--- src/source/fetch_pkg.sv ---
`default_nettype none

package fetch_pkg;

    // redirect tag, bumped on every jump and on run start
    typedef logic [2:0] tag_t;

    // one fetched word
    // addr is the word address the data came from
    typedef struct packed {
        logic        valid;
        tag_t        tag;
        logic [31:0] addr;
        logic [31:0] data;
    } fetch_word_t;

    // one instruction leaving the prefetcher
    // prefetched set when the buffered word was issued
    typedef struct packed {
        logic        valid;
        logic        compressed;
        logic        prefetched;
        logic [31:0] pc;
        logic [31:0] instr;
    } instr_out_t;

    // fetch controller states
    typedef enum logic [1:0] {
        IDLE    = 2'd0,
        REQUEST = 2'd1,
        WAIT    = 2'd2
    } fetch_state_e;

endpackage

`default_nettype wire

--- src/source/fetch_ctrl.sv ---
`timescale 1ns/1ns
`default_nettype none

module fetch_ctrl #(
    parameter logic [31:0] BOOT_ADDR = 32'h0000_0000
) (
    input  logic                   clk,
    input  logic                   reset_n,
    input  logic                   run_i,
    input  logic                   jump_i,
    input  logic [31:0]            jump_target_i,
    output logic                   fetch_req_o,
    output logic [31:0]            fetch_addr_o,
    input  logic                   fetch_gnt_i,
    input  logic                   fetch_rsp_valid_i,
    input  logic [31:0]            fetch_rdata_i,
    input  logic                   prefetched_i,
    output fetch_pkg::fetch_word_t fetch_word_o
);

    fetch_pkg::fetch_state_e state_r;
    logic [31:0]             addr_r;
    fetch_pkg::tag_t         tag_r;
    logic                    rsp_live;

    // request held until granted
    assign fetch_req_o  = (state_r == fetch_pkg::REQUEST);
    assign fetch_addr_o = addr_r;

    // only the response awaited in WAIT is forwarded
    // one arriving after a jump belongs to the old path
    assign rsp_live = fetch_rsp_valid_i && (state_r == fetch_pkg::WAIT) && !jump_i;

    // word goes out in the cycle its data returns
    assign fetch_word_o.valid = rsp_live;
    assign fetch_word_o.tag   = tag_r;
    assign fetch_word_o.addr  = addr_r;
    assign fetch_word_o.data  = fetch_rdata_i;

    always_ff @(posedge clk or negedge reset_n) begin
        if (!reset_n) begin
            state_r <= fetch_pkg::IDLE;
            addr_r  <= '0;
            tag_r   <= '0;
        end else if (jump_i) begin
            // redirect
            // new tag makes the prefetcher drop its pc
            addr_r  <= jump_target_i;
            tag_r   <= tag_r + 1'b1;
            state_r <= run_i ? fetch_pkg::REQUEST : fetch_pkg::IDLE;
        end else begin
            case (state_r)
                fetch_pkg::IDLE: begin
                    // start from boot, counts as a redirect
                    if (run_i) begin
                        addr_r  <= BOOT_ADDR;
                        tag_r   <= tag_r + 1'b1;
                        state_r <= fetch_pkg::REQUEST;
                    end
                end
                fetch_pkg::REQUEST: begin
                    if (!run_i) begin
                        state_r <= fetch_pkg::IDLE;
                    end else if (fetch_gnt_i) begin
                        state_r <= fetch_pkg::WAIT;
                    end
                end
                fetch_pkg::WAIT: begin
                    // grant is registered, so data comes next cycle
                    if (fetch_rsp_valid_i) begin
                        // buffered word issued, this word still unused
                        if (!prefetched_i) begin
                            addr_r <= addr_r + 32'd4;
                        end
                        state_r <= run_i ? fetch_pkg::REQUEST : fetch_pkg::IDLE;
                    end
                end
                default: begin
                    state_r <= fetch_pkg::IDLE;
                end
            endcase
        end
    end

    // word fetch only, targets never land mid word
    a_target_aligned: assert property (@(posedge clk) disable iff (!reset_n)
        jump_i |-> (jump_target_i[1:0] == 2'b00));

endmodule

`default_nettype wire

--- config.mk ---
export PLATFORM = sky130hd
export DESIGN_NAME = fetch_ctrl
export DESIGN_NICKNAME = d
export VERILOG_FILES = /design/src/source/fetch_pkg.sv /design/src/source/fetch_ctrl.sv
export SDC_FILE = /design/constraint.sdc
export NUM_CORES = 1
export LEC_CHECK = 0
export BUFFER_PORTS_ARGS = -buffer_cell sky130_fd_sc_hd__buf_2
export CAP_MARGIN = 5
export CORE_AREA = 2 2 60 118
export DETAILED_ROUTE_END_ITERATION = 12
export DIE_AREA = 0 0 62 120
export PLACE_DENSITY = 0.87
export SLEW_MARGIN = 25
export SYNTH_ARGS = -nofsm -noshare
export SYNTH_HDL_FRONTEND = slang
export SYNTH_SLANG_ARGS = --single-unit
--- constraint.sdc ---
create_clock -name clk -period 2.5 [get_ports clk]
set_input_delay 0.25 -clock clk [delete_from_list [all_inputs] [get_ports clk]]
set_output_delay 0.25 -clock clk [all_outputs]
set_load 0.1 [all_outputs]
Word-level counts from Yosys, hierarchy flattened
Cells that the tools add are included.
W data, S select, Z words.
- register bits: 37
- output and inout bits: 101
- equal/unequal tests: 6
- add/subtract/negate cells: 2
- muxes and demuxes: 15
- reductions and logical operators: 10
- operators by type and width (cell ; number):
    $mux W32 ; 4
    $pmux W32 S2 ; 1
    $add A32 B3 Y32 const B ; 1
    $mux W2 ; 5
    $mux W3 ; 3
    $ne A3 B3 Y1 const B ; 3
    $pmux W2 S3 ; 1
    $ne A4 B3 Y1 const B ; 1
    $reduce_and A4 Y1 ; 1
    $reduce_bool A2 Y1 ; 2
    $add A3 B1 Y3 const B ; 1
    $reduce_and A3 Y1 ; 1
    $reduce_bool A3 Y1 ; 1
    $eq A2 B1 Y1 const B ; 1
    $eq A2 B2 Y1 const B ; 1
    $logic_and A1 B1 Y1 ; 2
    $logic_not A2 Y1 ; 1
    $reduce_and A2 Y1 ; 1
    $logic_not A1 Y1 ; 1
    $mux W1 ; 1

Depth between registers and ports, before layout
- depth after elaboration: 5
- gate-level depth with buffers: 7
- depth with buffers taken out: 6

Worst setup path after synthesis
No wires, ideal clock.
- path kind: reg-to-reg
- from: reg addr_r[2] (netlist: fetch_addr_o[2])
- to: reg addr_r[22] (netlist: fetch_addr_o[22])
- buffers on the path: 1
- arrival: 2.382 ns
- slack: -0.050 ns
- library setup time: 0.168 ns
- cell stages (with the launch flop): 8
- period minus slack after synthesis: 2.550 ns
- cells stage by stage: dfrtp_1 > ha_1 > nand3_1 > nor2_1 > clkbuf_1 > nand3_1 > o211ai_1 > o311ai_1
- longest elaborated chain between the ends: 5
- ends and longest elaborated chain (what ; line ; text):
    start: declaration ; fetch_ctrl.sv:22 ; logic [31:0] addr_r;
    start signal: assignment ; fetch_ctrl.sv:48 ; addr_r <= jump_target_i;
    start signal: assignment ; fetch_ctrl.sv:73 ; addr_r <= addr_r + 32'd4;
    $add A32 B3 Y32 ; fetch_ctrl.sv:73 ;
    $mux W32 ; fetch_ctrl.sv:72 ; if (!prefetched_i) begin
    $mux W32 ; fetch_ctrl.sv:70 ; if (fetch_rsp_valid_i) begin
    $pmux W32 S2 ; fetch_ctrl.sv:52 ; case (state_r)
    $mux W32 ; fetch_ctrl.sv:45 ; end else if (jump_i) begin
No other way between the ends. The select of a mux whose other input is x is not followed.
A chain may end at the register's enable or synchronous reset.

Worst setup path after layout
- from: reg addr_r[4] (netlist: fetch_addr_o[4])
- to: reg addr_r[23] (netlist: fetch_addr_o[23])
The elaborated chain is that of the path after synthesis.

==> impl_metrics.tcl <==
set metrics [dict create \
    outcome "finished, final reports clean" \
    ys_seq_area_share_pct 33.9 \
    crit_type "flip-flop to flip-flop" \
    drtPass1Iterations 5 \
    synth_nets 390 \
    final_cell_area_mm2 0.00305 \
    arrival_ns 2.18 \
    max_freq_ghz 0.499 \
    setup_viol 0 \
    path_delay_family "simple AND/OR/NAND/NOR gates" \
    rows 42 \
    seq_area_um2 930 \
    period_needed_ns 2.01 \
    grt_max_degree 38 \
    yosys_warnings 0 \
    crit_buf_inv 0 \
    worstPathRequired_ns 2.67 \
    peakVddDrop_uv 489 \
    start_util_pct 41.5 \
    tightestPinTransition_ns 0.872 \
    final_util_pct 46.5 \
    antenna_found_initial 0 \
    multi_input_area_mm2 0.00123 \
    cellLeakagePower_nw 1.44 \
    vias 2580 \
    setup_tns_ns 0 \
    port_buffers 107 \
    endpoint_kind "flip-flop" \
    postCtsSetupRepairBufs 0 \
    cts_buffer_depth 2 \
    ant_nets 0 \
    relSlewSlack_pct 41.9 \
    synth_area_mm2 0.00273 \
    fin_skew_ns 0.00417 \
    grt_first_pass_wirelength_um 11900 \
    totalWireLength_um 7770 \
    cts_made_buffers 5 \
    dieArea_mm2 0.00744 \
    path_max_fanout 10 \
    cts_tree "built" \
    ios 172 \
    path_cells "and4_1, and2_1, nand4_1, and3_1, or3_1" \
    startpoint_type "flip-flop" \
    hpwl_um 5840 \
    final-max-slew-violation-count 0 \
    worst_path_largest_cell_delay_ns 0.43 \
    startpoint "fetch_addr_o[4]" \
    cts-root-buf "clkbuf_16" \
    holdWs_ns 0.0736 \
    hold_violations 0 \
    synth_edf_count 0 \
    synth_area_per_cell_um2 8.60 \
    drive_gt1_share_pct 37.0 \
    cap_violations 0 \
    nNetsFinal 434 \
    fillCellCount 663 \
    total_power_mw 2.73 \
    clkLatencyLatePin_ns 0.29 \
    cts_resized 0 \
    ys_types 46 \
    synth_cells 317 \
    synth_ff_type "dfrtp_1" \
    area_delta_synth_final_pct 11.9 \
    grt.overflow.total 0 \
    drt_iter0_drc 126 \
    cp_slowest_cell "dfrtp_1" \
    finalCritPeriodShare_pct 80.2 \
    grt_pass1_vias 2515 \
    synth_seq_cells 37 \
    viasPerCell 5.73 \
    drt-wirelength-per-cell_um 17.3 \
    reg2reg_from "fetch_addr_o[4]" \
    hp-class "input pin to asynchronous set/reset pin" \
    rsz0062_at_grt "false" \
    clkTransAtPathRegs_ns 0.06 \
    fp.coreArea_mm2 0.00657 \
    cts.sink_count 37 \
    async_flop_share_pct 100 \
    insertedDiodeCount 0 \
    die_w_um 62 \
    reg2reg_setup_slack_ns 0.49 \
    grt_usage_pct 21.5 \
    postPlaceCellArea_mm2 0.00291 \
    drc 0 \
    postCtsHoldBufs 0 \
    cts.htree.levels 2 \
    die_h_um 120 \
    power_density_mw_per_mm2 894 \
    gp_congestion 0.911 \
]
-- metal layers --
metal / vias to the layer above / routed length (um) / track usage, %
li1: 1188 / - / -
met1: 1206 / 2720 / 23.2
met2: 128 / 3980 / 34.2
met3: 58 / 522 / 3.23
met4: 0 / 547 / 18.4
met5: - / 0 / 0
-- state kept, by name (all words and copies together), names as in the netlist --
| name | count |
|---|---|
| fetch_addr_o | 32 |
| state_r | 2 |
| tag_r | 3 |
-- path summary, 6_finish.rpt --
kind	endpoint	depth (start not counted)
min	fetch_addr_o[13]	1
max in group asynchronous	fetch_addr_o[2]	1
min reg2reg	tag_r[2]	1
max reg2reg	fetch_addr_o[23]	5
min in group clk	fetch_addr_o[29]	3
max	fetch_addr_o[23]	5
-- layout make-up --
class	count	share of cell area [%]
well taps	88	3.61
multi-input cells	197	40.4
clock buffers	8	4.80
flip-flops and latches	37	30.5
inverters	4	0.492
repair buffers	116	20.3
-- through the flow --
step	instances	setup WS, ns
after global placement	442	0.597
after CTS	450	0.507
after global routing	450	0.397
after detailed placement	442	0.512
after floorplan	317	0.00680
final	450	0.494
-- cells in the final DEF (no fill, tap or decap), types with 3 or more instances in the layout --
master / instances
buf_2: 106
nand2_1: 34
dfrtp_1: 34
nand3_1: 28
nor2_1: 14
o21ai_1: 12
o311ai_1: 12
o211ai_1: 10
buf_4: 9
a21oi_1: 8
and2_1: 7
nand4_1: 7
and3_1: 6
a22oi_1: 6
o21ai_0: 5
or3_1: 5
a31oi_1: 5
clkbuf_16: 5
inv_1: 4
a221o_1: 4
a22o_1: 4
nor4_1: 3
dfrtp_2: 3
-- report_power, final --
group | total [mW] | switching [mW] | internal (mW) | leakage, nW
Combinational | 1.29 | 1.10 | 0.198 | 0.919
Clock | 0.645 | 0.247 | 0.398 | 0.0712
Sequential | 0.789 | 0.112 | 0.677 | 0.455
Total | 2.73 | 1.46 | 1.27 | 1.44
-- logic make-up (layout without fill, tap and decap cells) --
kind of cell | count (synthesis) | after routing | share of synthesized area [%]
AO/OA/AOI/OAI | 70 | 70 | 17.9
XOR/XNOR | 2 | 2 | 0.642
adder cells (fa/ha/maj) | 2 | 2 | 0.917
buffers and inverters | 83 | 128 | 20.9
flip-flops | 37 | 37 | 33.9
multiplexers | 1 | 1 | 0.413
AND/OR/NAND/NOR | 122 | 122 | 25.3
-- Yosys cell counts (all sizes together) (6+ instances only) --
| cell type | count | area (um2) |
|---|---|---|
| a21oi | 8 | 40.0 |
| a22oi | 6 | 45.0 |
| and2 | 7 | 43.8 |
| and3 | 6 | 37.5 |
| buf | 72 | 528 |
| clkbuf | 7 | 26.3 |
| dfrtp | 37 | 926 |
| nand2 | 34 | 128 |
| nand3 | 28 | 140 |
| nand4 | 10 | 98.8 |
| nor2 | 14 | 52.6 |
| o211ai | 10 | 75.1 |
| o21ai | 17 | 85.1 |
| o311ai | 12 | 105 |
(Power assumes the default switching activity.)
