`config.mk`:
```
export PLATFORM = sky130hd
export DESIGN_NAME = iprefetch
export DESIGN_NICKNAME = d
export VERILOG_FILES = /design/src/source/fetch_pkg.sv /design/src/source/iprefetch.sv
export SDC_FILE = /design/constraint.sdc
export NUM_CORES = 1
export LEC_CHECK = 0
export BUFFER_PORTS_ARGS = -buffer_cell sky130_fd_sc_hd__clkbuf_2
export CORE_MARGIN = 4
export CORE_UTILIZATION = 31
export CTS_CLUSTER_DIAMETER = 80
export CTS_CLUSTER_SIZE = 14
export DETAILED_ROUTE_END_ITERATION = 10
export PLACE_DENSITY = 0.57
export SLEW_MARGIN = 20
export SYNTH_ARGS = -nofsm -noshare
export SYNTH_HDL_FRONTEND = slang
export SYNTH_SLANG_ARGS = --single-unit
```
`constraint.sdc`:
```
create_clock -name clk -period 4.44 [get_ports clk]
set_input_delay 0.222 -clock clk [delete_from_list [all_inputs] [get_ports clk]]
set_output_delay 0.222 -clock clk [all_outputs]
set_load 0.1 [all_outputs]
```
`src/source/fetch_pkg.sv`:
```
`default_nettype none

package fetch_pkg;

    // redirect tag, bumped on every jump and on run start
    typedef logic [2:0] tag_t;

    // one fetched word
    // addr is the word address the data came from
    typedef struct packed {
        logic        valid;
        tag_t        tag;
        logic [31:0] addr;
        logic [31:0] data;
    } fetch_word_t;

    // one instruction leaving the prefetcher
    // prefetched set when the buffered word was issued
    typedef struct packed {
        logic        valid;
        logic        compressed;
        logic        prefetched;
        logic [31:0] pc;
        logic [31:0] instr;
    } instr_out_t;

    // fetch controller states
    typedef enum logic [1:0] {
        IDLE    = 2'd0,
        REQUEST = 2'd1,
        WAIT    = 2'd2
    } fetch_state_e;

endpackage

`default_nettype wire

```
`src/source/iprefetch.sv`:
```
`timescale 1ns/1ns
`default_nettype none

module iprefetch (
    input  logic                   clk,
    input  logic                   reset_n,
    input  fetch_pkg::fetch_word_t fetch_word_i,
    output fetch_pkg::instr_out_t  instr_o
);

    logic            enable;
    fetch_pkg::tag_t tag_r;
    logic            tag_match;

    logic [31:0]     pc;
    logic [31:0]     pc_r;
    logic [31:0]     pc_step;

    logic            compressed;
    logic            misaligned;
    logic            misaligned_r;
    logic            buffered;

    logic [31:0]     word_r;
    logic [31:0]     instr;

    assign enable = fetch_word_i.valid;

    // tag check
    // a new tag means a redirect, so the word address is the pc
    assign tag_match = (fetch_word_i.tag == tag_r);
    assign pc        = tag_match ? pc_r : fetch_word_i.addr;

    // pc on a halfword boundary
    // instruction starts in the upper half of the previous word
    assign misaligned = pc[1];

    // last step left pc at the start of the stored word
    // stale after a redirect
    assign buffered = tag_match && misaligned_r && !misaligned;

    // pick the 32 bits at pc
    always_comb begin
        if (misaligned) begin
            // upper half of old word, lower half of new one
            instr = {fetch_word_i.data[15:0], word_r[31:16]};
        end else if (buffered) begin
            instr = word_r;
        end else begin
            instr = fetch_word_i.data;
        end
    end

    // RVC when the low two bits are not 11
    assign compressed = (instr[1:0] != 2'b11);
    assign pc_step    = compressed ? 32'd2 : 32'd4;

    always_ff @(posedge clk or negedge reset_n) begin
        if (!reset_n) begin
            tag_r        <= '0;
            pc_r         <= '0;
            misaligned_r <= 1'b0;
        end else if (enable) begin
            tag_r        <= fetch_word_i.tag;
            pc_r         <= pc + pc_step;
            misaligned_r <= misaligned;
        end
    end

    // keep the stored word while issuing it
    // the refetched word must join with it next time
    always_ff @(posedge clk or negedge reset_n) begin
        if (!reset_n) begin
            word_r <= '0;
        end else if (enable && !buffered) begin
            word_r <= fetch_word_i.data;
        end
    end

    assign instr_o.valid      = enable;
    assign instr_o.compressed = compressed;
    assign instr_o.prefetched = enable && buffered;
    assign instr_o.pc         = pc;
    assign instr_o.instr      = instr;

    // steps of 2 and 4 from word aligned targets keep pc even
    a_pc_even: assert property (@(posedge clk) disable iff (!reset_n)
        instr_o.valid |-> !instr_o.pc[0]);

endmodule

`default_nettype wire

```
== After elaboration in Yosys (flattened, before gate mapping) ==
Cells that the tools add are included.

* Register bits: 68
* Input bits: 70
* Output and inout port bits: 67

* Add/subtract/negate cells: 1
* Eq/ne operators: 2
* Muxes and demuxes: 4
* Reductions and logical operators: 6

{| class="wikitable"
|+ Operator list
! kind !! count
|-
| $mux 32 || 3
|-
| $add 32x3->32 || 1
|-
| $logic_and 1x1->1 || 4
|-
| $eq 3x3->1 || 1
|-
| $mux 3 || 1
|-
| $logic_not 1->1 || 2
|-
| $ne 2x2->1 const B || 1
|}

== Depth between registers and ports, before layout ==
Gate-level depths: netlist of run 1.

* Word-level depth: 9
* Gate-level depth with buffers: 18
* Gate-level depth less buffers: 14

== Worst setup path after synthesis of run 1 ==
OpenSTA, ideal clock, no wires.

* Path type: flip-flop to flip-flop
* Start: register tag_r[1]
* End: register pc_r[23]
* Arrival time: 5.888 ns
* Data required time: 4.306 ns
* Path slack: -1.582 ns
* Stages on the path, launching flop included: 16
* Buffers on the path: 3
* Clock period less this slack: 6.022 ns
* Cell sequence: dfrtp_1 -> xnor2_2 -> and3_1 -> buf_6 -> mux2_2 -> clkbuf_1 -> o21ai_0 -> and2_1 -> fa_1 -> clkbuf_1 -> nand2_1 -> nor3_1 -> mux2i_4 -> or4_4 -> nor3b_1 -> o31ai_2

{| class="wikitable"
|+ RTL lines
! item !! RTL line !! RTL
|-
| start, declared || iprefetch.sv:12 || <nowiki>fetch_pkg::tag_t tag_r;</nowiki>
|-
| start signal, assigned || iprefetch.sv:64 || <nowiki>tag_r <= fetch_word_i.tag;</nowiki>
|-
| end signal, assigned || iprefetch.sv:65 || <nowiki>pc_r <= pc + pc_step;</nowiki>
|-
| end, declared || iprefetch.sv:16 || <nowiki>logic [31:0] pc_r;</nowiki>
|}

== Worst setup path after layout of run 1 ==
* Start: register tag_r[2]
* End: register pc_r[25]

* Cells in the longest elaborated chain, start to end: 9
* Elaborated cells between the ends (all ways): 10
* Classes of those cells: 1 x add/sub; 2 x eq/ne; 4 x mux; 3 x reduce/logical

{| class="wikitable"
|+ RTL lines
! item !! RTL line !! RTL
|-
| $eq 3x3->1 (*) || iprefetch.sv:31 || <nowiki>assign tag_match = (fetch_word_i.tag == tag_r);</nowiki>
|-
| $mux 32 || iprefetch.sv:32 || <nowiki>assign pc = tag_match ? pc_r : fetch_word_i.addr;</nowiki>
|-
| $logic_not 1->1 || iprefetch.sv:40 || <nowiki>assign buffered = tag_match && misaligned_r && !misaligned;</nowiki>
|-
| $logic_and 1x1->1 || iprefetch.sv:40 ||
|-
| $mux 32 || iprefetch.sv:47 || <nowiki>end else if (buffered) begin</nowiki>
|-
| $mux 32 || iprefetch.sv:44 || <nowiki>if (misaligned) begin</nowiki>
|-
| $ne 2x2->1 || iprefetch.sv:55 || <nowiki>assign compressed = (instr[1:0] != 2'b11);</nowiki>
|-
| $mux 3 || iprefetch.sv:56 || <nowiki>assign pc_step = compressed ? 32'd2 : 32'd4;</nowiki>
|-
| $add 32x3->32 (*) || iprefetch.sv:65 ||
|}

Every way passes the cells marked *; elsewhere a longest branch is shown, timed or not.
A chain may end at the register's enable or synchronous reset.

==> results of run 1 <==
cell families (layout without fill, tap and decap cells):
logic type,Yosys count,after routing,synth area share [%]
xor+xnor,24,24,4.92
flops,68,68,36.0
fa+ha+maj,3,3,0.952
compound gates,89,89,10.9
buf+inv,44,171,4.44
mux,98,98,22.5
simple gates,211,211,20.3
area by class of cell:
cell class,count,area [µm²]
Clock buffer,13,260
Clock inverter,3,45.0
Sequential cell,68,1700
Inverter,10,37.5
Fill cell,1482,8880
Multi-Input combinational cell,425,2840
Tap cell,184,230
Timing Repair Buffer,145,751
sequential cells by signal (all words and copies together), names as in the netlist:
| signal | flops |
|---|---|
| misaligned_r | 1 |
| tag_r | 3 |
| word_r | 32 |
| pc_r | 32 |
stage by stage:
step                      std cells  setup WS (ns)
after floorplan                 537         0.0874
after global placement          831          0.534
after detailed placement        831          0.350
after CTS                       848          0.335
after global routing            848         0.0129
final                           848          0.370
worst max-delay path by stage:
stage                         start                   end  slack [ns]
6_report       tag_r[2]$_DFFE_PN0P_  pc_r[25]$_DFFE_PN0P_        0.37
5_1_grt        tag_r[2]$_DFFE_PN0P_  pc_r[27]$_DFFE_PN0P_        0.01
4_1_cts        tag_r[2]$_DFFE_PN0P_  pc_r[24]$_DFFE_PN0P_        0.34
3_5_place_dp   tag_r[2]$_DFFE_PN0P_  pc_r[25]$_DFFE_PN0P_        0.35
3_3_place_gp   tag_r[2]$_DFFE_PN0P_  pc_r[24]$_DFFE_PN0P_        0.53
2_1_floorplan  tag_r[1]$_DFFE_PN0P_  pc_r[23]$_DFFE_PN0P_        0.09
power breakdown:
group	internal, µW	switching [µW]	total, µW	leakage (µW)
logic	277	1020	1300	0.00192
clock network	466	274	740	0.000142
registers	717	89.5	806	0.000802
per-layer routing:
metal / vias up / wire length [µm]
li1: 2141 / -
met1: 2101 / 6370
met2: 205 / 6510
met3: 8 / 1260
met4: 0 / 90
met5: - / 0
layout by cell type, fill, tap and decap left out, types with 3 or more instances in the layout:
cell type and instances:
clkbuf_2 135, nand2_1 126, dfrtp_1 68, mux2i_1 43, mux2_2 41, o21ai_0 39
nand3_1 23, nor2_1 18, xnor2_1 17, a21oi_1 13, nand4_1 12, mux2_1 12
o21ai_1 11, inv_1 10, clkbuf_16 9, nor3_1 8, a31oi_1 8, buf_4 8
and3_1 5, xor2_1 4, xnor2_2 3, a21o_1 3, or3_1 3, nor4_1 3
and4_1 3, o31ai_1 3
critical path, cell delays in order, from the launching register on:
cell	delay (ns)
dfrtp_1	0.41
xnor2_2	0.31
and3_2	0.31
mux2_2	0.46
nand2_1	0.14
o21ai_4	0.08
nand2_1	0.09
ha_1	0.21
fa_1	0.40
nand4_1	0.16
nor2_1	0.20
mux2i_4	0.13
buf_4	0.19
nor4_4	0.46
a21oi_1	0.15
o31ai_1	0.25
==> results.toml, run 1 <==
[run_status]
status = "finished, final reports clean"

[yosys]
yosys-top-cells-count = "nand2_1, dfrtp_1, mux2i_1, mux2_2, o21ai_0"
synth_cell_types = 46
avgSynthCellArea_um2 = 8.81
synth_top_area_share_pct = 36.0
netlist_area_mm2 = 0.00473
synthMostInstantiatedCell = "nand2_1"
yosys_warnings = 0
synth_ff_type = "dfrtp_1"
synth-async-reset-ratio_pct = 100
yosys.area.top_type = "dfrtp_1"
synth_fp_nets = 610
synth-edff-count = 0
yosysSeqAreaShare_pct = 36.0
synth-seq-cells = 68
synth_area_leaders = "dfrtp_1, nand2_1, mux2_2"
syn_inst = 537

[grt]
grt_use_total_pct = 16.4
antenna_found_initial = 0
grt_pass1_vias = 4488
grt_max_degree = 58
grt_util_met3_pct = 5.50
grt_pass1_wl_um = 23300
grt_use_met2_pct = 26.7
top_usage_layer = "met2"
overflow = 0
grt_util_met1_pct = 21.1

[clocking]
numCtsBuffers = 9
path_clk_slew_ns = 0.06
clkLatencyLatePin_ns = 0.34
cts_root_buf = "clkbuf_16"
cts_sinks = 68
htreeDepth = 3
hold_buffers = 1
clockBufferDepth = 2
cts_tree = "yes"
cts_resized = 0
cts_setup_buffers = 0

[sta]
fmax_ghz = 0.246
hold_violations = 0
clock_skew_ns = 0.00721
report.final.slew_viol_count = 0
worst_pin_slew_ns = 0.763
setup_tns_ns = 0
fin_crit_sh_pct = 91.7
setup_viol = 0
finalCriticalPeriod_ns = 4.07
hold_slack_ns = 0.113
relSlewSlack_pct = 49.1
rsz0062_at_grt = "false"

[power]
p_total_uw = 2850
total_leakage_power_uw = 0.00286
power.density_mw_per_mm2 = 485
irDropWorstVdd_v = 0.000418

[placement]
portBuffers = 136
gp_routability_congestion = 0.811
dpl.hpwl_um = 10500
placed_area_mm2 = 0.00555

[layout]
num_antenna_cells = 0
syn2layout_area_growth_pct = 24.0
final_area_mm2 = 0.00587
nNetsFinal = 732
utilization_pct = 39.8
drive_above_1_share_pct = 32.4

[die]
die_area_mm2 = 0.0173
core-area_mm2 = 0.0148
dieWidth_um = 132
rows = 44
ios = 137
start_util_pct = 32.1
die_y_um = 132

[route]
ant_nets = 0
first_pass_iters = 5
wirelength_um = 14200
drt-wirelength-per-cell_um = 16.8
drcViolationCount = 0
post_drt_via_cell_ratio = 5.25
first_iter_violations = 387
vias = 4455

[critical_path]
r2r_end = "pc_r[25]$_DFFE_PN0P_"
ff2ff_path_depth = 15
cp-end-kind = "flip-flop"
crit_arrival_ns = 4.31
r2r_slack_ns = 0.37
critical_path_class = "flip-flop to flip-flop"
worstPathRequired_ns = 4.68
worstSetupStartpointType = "flip-flop"
worstPathMaxFanout = 11
r2r-start = "tag_r[2]$_DFFE_PN0P_"

[worst_hold_path]
min_from = "fetch_word_i[23]"
hold_end = "word_r[23]$_DFFE_PN0P_"
holdPathStages = 2
min_path_type = "input pin to flip-flop"

[run]
maxCapViolCount = 0
No activity file was read; power rests on OpenSTA's default activity.
==> run 2: changes to the inputs <==
--- a/config.mk
+++ b/config.mk
@@ -11,7 +11,6 @@
 export CTS_CLUSTER_DIAMETER = 80
 export CTS_CLUSTER_SIZE = 14
 export DETAILED_ROUTE_END_ITERATION = 10
-export PLACE_DENSITY = 0.57
 export SLEW_MARGIN = 20
 export SYNTH_ARGS = -nofsm -noshare
 export SYNTH_HDL_FRONTEND = slang
==> constraint.sdc (replaced) <==
create_clock -name clk -period 4.92 [get_ports clk]
set_input_delay 0.246 -clock clk [delete_from_list [all_inputs] [get_ports clk]]
set_output_delay 0.246 -clock clk [all_outputs]
set_load 0.1 [all_outputs]
==> run 2 against run 1 <==
Setup slack improved by 0.56 ns. Worst hold slack improved by 0.021 ns. Clock skew about the same. Clock-buffer cell count shrank 2. Critical path type unchanged. Critical path depth fell by 1. Flip-flop and latch count unchanged. Largest cell class unchanged. Clock power down 2.8%.
==> results.toml, run 2 (same netlist as run 1, synthesis figures left out) <==
[clocking]
clkLatencyLatePin_ns = 0.33
cts_setup_buffers = 0
cts_resized = 0
cts_tree = "yes"
clockBufferDepth = 2
cts_root_buf = "clkbuf_16"
hold_buffers = 0
path_clk_slew_ns = 0.06
cts_sinks = 68
numCtsBuffers = 9
htreeDepth = 3

[die]
die_area_mm2 = 0.0173
core-area_mm2 = 0.0148
die_y_um = 132
start_util_pct = 32.1
ios = 137
rows = 44
dieWidth_um = 132

[sta]
report.final.slew_viol_count = 0
worst_pin_slew_ns = 0.922
clock_skew_ns = 0.00720
finalCriticalPeriod_ns = 3.99
hold_violations = 0
hold_slack_ns = 0.134
setup_tns_ns = 0
setup_viol = 0
fin_ws_ns = 0.932
rsz0062_at_grt = "false"
fmax_ghz = 0.251
fin_crit_sh_pct = 81.1
relSlewSlack_pct = 38.5

[layout]
reg_top3 = "pc_r: 32 flops, word_r: 32 flops, tag_r: 3 flops"
instances_no_fill = 845
drive_above_1_share_pct = 32.5
nNetsFinal = 730
final_cell_mix = "clkbuf_2, nand2_1, dfrtp_1, mux2i_1, mux2_2"
syn2layout_area_growth_pct = 23.8
num_antenna_cells = 0
utilization_pct = 39.7
final_common_cell = "clkbuf_2"

[route]
drt-wirelength-per-cell_um = 16.4
first_iter_violations = 262
ant_nets = 0
post_drt_via_cell_ratio = 5.22
first_pass_iters = 4
drcViolationCount = 0
vias = 4412
wirelength_um = 13900

[grt]
grt_pass1_wl_um = 22900
overflow = 0
grt_use_total_pct = 15.9
grt_pass1_vias = 4408
grt_max_degree = 69
antenna_found_initial = 0

[critical_path]
crit_family = "simple AND/OR/NAND/NOR gates"
crit_arrival_ns = 4.17
worstPathRequired_ns = 5.10
r2r-start = "tag_r[1]$_DFFE_PN0P_"
r2r_slack_ns = 0.93
cp_cell_sequence = "xnor2_2 -> and3_2 -> nand3b_1 -> mux2i_1 -> o21ai_2 -> nand2_1 -> ha_1 -> fa_1 -> nand4_1 -> nor2_1 -> mux2i_4 -> or4_4 -> nor3b_1 -> o31ai_2"
worstSetupStartpointType = "flip-flop"
ff2ff_path_depth = 14
r2r_end = "pc_r[23]$_DFFE_PN0P_"
cp_slowest_cell = "or4_4"
critPathBufInv = 0
worstPathMaxFanout = 8
critPathMaxStageDelay_ns = 0.60
cp-end-kind = "flip-flop"
critical_path_class = "flip-flop to flip-flop"

[run]
maxCapViolCount = 0

[power]
irDropWorstVdd_v = 0.000277
total_leakage_power_uw = 0.00287
power.density_mw_per_mm2 = 446

[placement]
place_ws_ns = 0.943
gp_routability_congestion = 0.839
portBuffers = 136
dpl.hpwl_um = 10300
dp.cells = 830

[worst_hold_path]
min_path_type = "input pin to async pin"

[run_status]
status = "finished, final reports clean"
run 2: cell types whose count changed in the layout (fill, tap and decap cells not counted):
cell and delta:
o21ai_2 +2, clkbuf_1 -2, bufinv_16 +1, o21ai_4 -2, clkinv_2 +1, dlygate4sd3_1 -1, clkinvlp_4 -1, buf_4 -1
run 2: power by group:
| group | internal [µW] | leakage (µW) | switching, µW |
|---|---|---|---|
| Combinational | 247 | 0.00191 | 921 |
| Clock | 468 | 0.000158 | 251 |
| Sequential | 647 | 0.000802 | 80.1 |
| Total | 1360 | 0.00287 | 1250 |
run 2: area by class of cell:
type | instances | area, µm²
clock inverters | 4 | 72.6
multi-input cells | 425 | 2830
flip-flops and latches | 68 | 1700
fillers | 1498 | 8900
repair buffers | 143 | 733
well taps | 184 | 230
inverters | 10 | 37.5
clock buffers | 11 | 253
run 2: worst max path at each step:
stage | startpoint | endpoint | slack (ns) | cells past startpoint
floorplan | tag_r[1]$_DFFE_PN0P_ | pc_r[23]$_DFFE_PN0P_ | 0.16 | 15
global placement | tag_r[2]$_DFFE_PN0P_ | pc_r[23]$_DFFE_PN0P_ | 1.15 | 14
detailed placement | tag_r[1]$_DFFE_PN0P_ | pc_r[23]$_DFFE_PN0P_ | 0.94 | 14
CTS | tag_r[2]$_DFFE_PN0P_ | pc_r[23]$_DFFE_PN0P_ | 0.94 | 14
global route | tag_r[1]$_DFFE_PN0P_ | pc_r[24]$_DFFE_PN0P_ | 0.60 | 13
finish | tag_r[1]$_DFFE_PN0P_ | pc_r[23]$_DFFE_PN0P_ | 0.93 | 14
run 2: metal layers:
layer	vias up	part of all wire [%]	GRT usage, %
li1	2135	-	-
met1	2110	45	20.6
met2	149	46	25.9
met3	18	7.1	4.89
met4	0	1.4	4.55
met5	-	0	0
run 2: stage by stage:
step | power [µW] | instance area, µm²
after global placement | 1890 | 5530
after detailed placement | 1910 | 5530
after CTS | 2630 | 5860
final | 2610 | 5860
after global routing | 2730 | 5860
after floorplan | 1690 | 4740
run 2: worst register-to-register path: cells and delay by family (launching register included):
| kind | cells | cell delay (ns) |
|---|---|---|
| mux | 2 | 0.45 |
| compound gates | 2 | 0.19 |
| xor+xnor | 1 | 0.33 |
| simple gates | 7 | 1.90 |
| fa+ha+maj | 2 | 0.57 |
| flops | 1 | 0.40 |
==> run 3: changes to the inputs <==
==> constraint.sdc (replaced) <==
create_clock -name clk -period 3.4 [get_ports clk]
set_input_delay 0.17 -clock clk [delete_from_list [all_inputs] [get_ports clk]]
set_output_delay 0.17 -clock clk [all_outputs]
set_load 0.1 [all_outputs]
==> run 3 against run 2 <==
Total power grew 57%. Routed wire length is 4.8% higher. Clock-buffer cell count is 2 lower. Clock power is 43% higher. Flip-flop and latch count unchanged. Global-route usage increased by 0.87 points.
==> results.toml, run 3 (same netlist as run 1, synthesis figures left out) <==
[run_status]
status = "finished, final reports clean"

[power]
clockPowerShare_pct = 25.0
p_sw_uw = 1910
sw_frac_of_total_pct = 46.4
internal_power_uw = 2210
irDropWorstVdd_v = 0.000353
total_leakage_power_uw = 0.00312
seq_power_share_pct = 25.6
power.density_mw_per_mm2 = 622
p_comb_share_pct = 49.4

[worst_hold_path]
min_path_type = "input pin to flip-flop"
min_from = "fetch_word_i[23]"

[sta]
hold_violations = 0
fmax_ghz = 0.311
report.final.slew_viol_count = 0
worst_pin_slew_ns = 0.705
setup_viol = 0
finalCriticalPeriod_ns = 3.22
fin_crit_sh_pct = 94.7
fin_ws_ns = 0.180
relSlewSlack_pct = 53.0
rsz0062_at_grt = "true"
clock_skew_ns = 0.00811

[clocking]
path_clk_slew_ns = 0.06
clkLatencyLatePin_ns = 0.34
cts_tree = "yes"
htreeDepth = 3
numCtsBuffers = 9
cts_sinks = 68
cts_root_buf = "clkbuf_16"
clockBufferDepth = 2

[die]
core-area_mm2 = 0.0148
dieWidth_um = 132
start_util_pct = 32.1
ios = 137
die_area_mm2 = 0.0173
rows = 44
die_y_um = 132

[grt]
grt_pass1_wl_um = 23800
grt_pass1_vias = 4627
grt_use_total_pct = 16.8
antenna_found_initial = 0
grt_max_degree = 53
overflow = 0

[layout]
nNetsFinal = 746
syn2layout_area_growth_pct = 39.8
drive_above_1_share_pct = 36.9
regArea_mm2 = 0.00170
num_antenna_cells = 0
fillers = 1453
instances_no_fill = 862
final_cell_mix = "nand2_1, clkbuf_2, dfrtp_1, mux2i_1, mux2_2"
utilization_pct = 44.8
multi_input_area_mm2 = 0.00295
reg_top3 = "pc_r: 32 flops, word_r: 32 flops, tag_r: 3 flops"
final_common_cell = "nand2_1"

[critical_path]
crit_family = "simple AND/OR/NAND/NOR gates"
worstPathMaxFanout = 7
r2r_slack_ns = 0.18
crit_arrival_ns = 3.47
cp-end-kind = "flip-flop"
cp_cell_sequence = "xnor2_2 -> and3_4 -> mux2_4 -> nand2_1 -> o21ai_4 -> nand2_2 -> ha_4 -> fa_2 -> nand4_1 -> nor2_2 -> mux2i_4 -> or4_4 -> o21ba_1 -> o31ai_2"
startpoint = "tag_r[2]$_DFFE_PN0P_"
r2r-start = "tag_r[2]$_DFFE_PN0P_"
cp_slowest_cell = "or4_4"
worstSetupStartpointType = "flip-flop"
critPathBufInv = 0
critPathMaxStageDelay_ns = 0.46
critical_path_class = "flip-flop to flip-flop"
worstPathRequired_ns = 3.65

[route]
vias = 4497
drt-wirelength-per-cell_um = 16.9
first_iter_violations = 281
wirelength_um = 14500
drcViolationCount = 0
ant_nets = 0
post_drt_via_cell_ratio = 5.22
first_pass_iters = 6

[placement]
gp_routability_congestion = 0.852
dpl.hpwl_um = 10900
dp.cells = 842
place_ws_ns = -0.00135
portBuffers = 136

[run]
maxCapViolCount = 0
-- run 3: cell types whose count changed in the layout (fill, tap and decap cells not counted), sizes merged --
| cell | change |
|---|---|
| buf | +49 |
| clkbuf | -36 |
| clkinv | +2 |
| dlygate4sd3 | +1 |
| inv | +1 |
-- run 3: metrics by stage --
stage / total power (µW) / cell area (µm²) / hold WS (ns) / TNS (ns)
2_1_floorplan: 2480 / 4860 / -0.126 / -12.33
3_3_place_gp: 3060 / 6230 / 0.135 / 0
3_5_place_dp: 3090 / 6230 / 0.144 / -0.00135
4_1_cts: 4140 / 6570 / 0.0374 / 0
5_1_grt: 4310 / 6610 / 0.0464 / -0.0419
6_report: 4120 / 6610 / 0.0536 / 0
-- run 3: timing repair --
item | 4_1_cts | 5_1_grt
setup endpoints to repair | 1 | 16
buffers inserted | 0 | 3
endpoints found under the hold margin | 17 | 0
hold buffers | 1 | 0
resized for setup | 1 | 5
pin swaps | 0 | 5
-- run 3: worst reg2reg max path: stages (launching register included) --
cell and delay [ns]:
dfrtp_1 0.41, xnor2_2 0.16, and3_4 0.24, mux2_4 0.38, nand2_1 0.13, o21ai_4 0.08
nand2_2 0.10, ha_4 0.16, fa_2 0.24, nand4_1 0.12, nor2_2 0.17, mux2i_4 0.13
or4_4 0.47, o21ba_1 0.21, o31ai_2 0.16
-- run 3: power groups by stage --
stage	Combinational, µW	Sequential [µW]	Clock, µW
floorplan	1450	1030	0
global placement	2010	1050	0
detailed placement	2030	1060	0
CTS	2030	1050	1060
global route	2140	1070	1090
finish	2030	1050	1030
-- run 3: final cells by class --
class | instances | area share [%]
Multi-Input combinational cell | 425 | 44.6
Sequential cell | 68 | 25.7
Timing Repair Buffer | 159 | 20.7
Clock inverter | 7 | 1.49
Tap cell | 184 | 3.48
Clock buffer | 9 | 3.41
Inverter | 10 | 0.568
-- run 3: final timing paths --
check | cells after the start | endpoint
max | 14 | pc_r[23]$_DFFE_PN0P_
min | 2 | word_r[23]$_DFFE_PN0P_
max reg2reg | 14 | pc_r[23]$_DFFE_PN0P_
min reg2reg | 1 | word_r[5]$_DFFE_PN0P_
max in group asynchronous | 3 | word_r[11]$_DFFE_PN0P_
min in group asynchronous | 2 | pc_r[0]$_DFFE_PN0P_
-- run 3: layer usage --
layer  vias to the layer above  part of all wire, %  global-route usage [%]
met4                         0                  1.2                    3.68
met3                        17                   11                    8.14
met5                         -                    0                       0
li1                       2164                    -                       -
met2                       180                   47                    27.3
met1                      2136                   41                    20.3
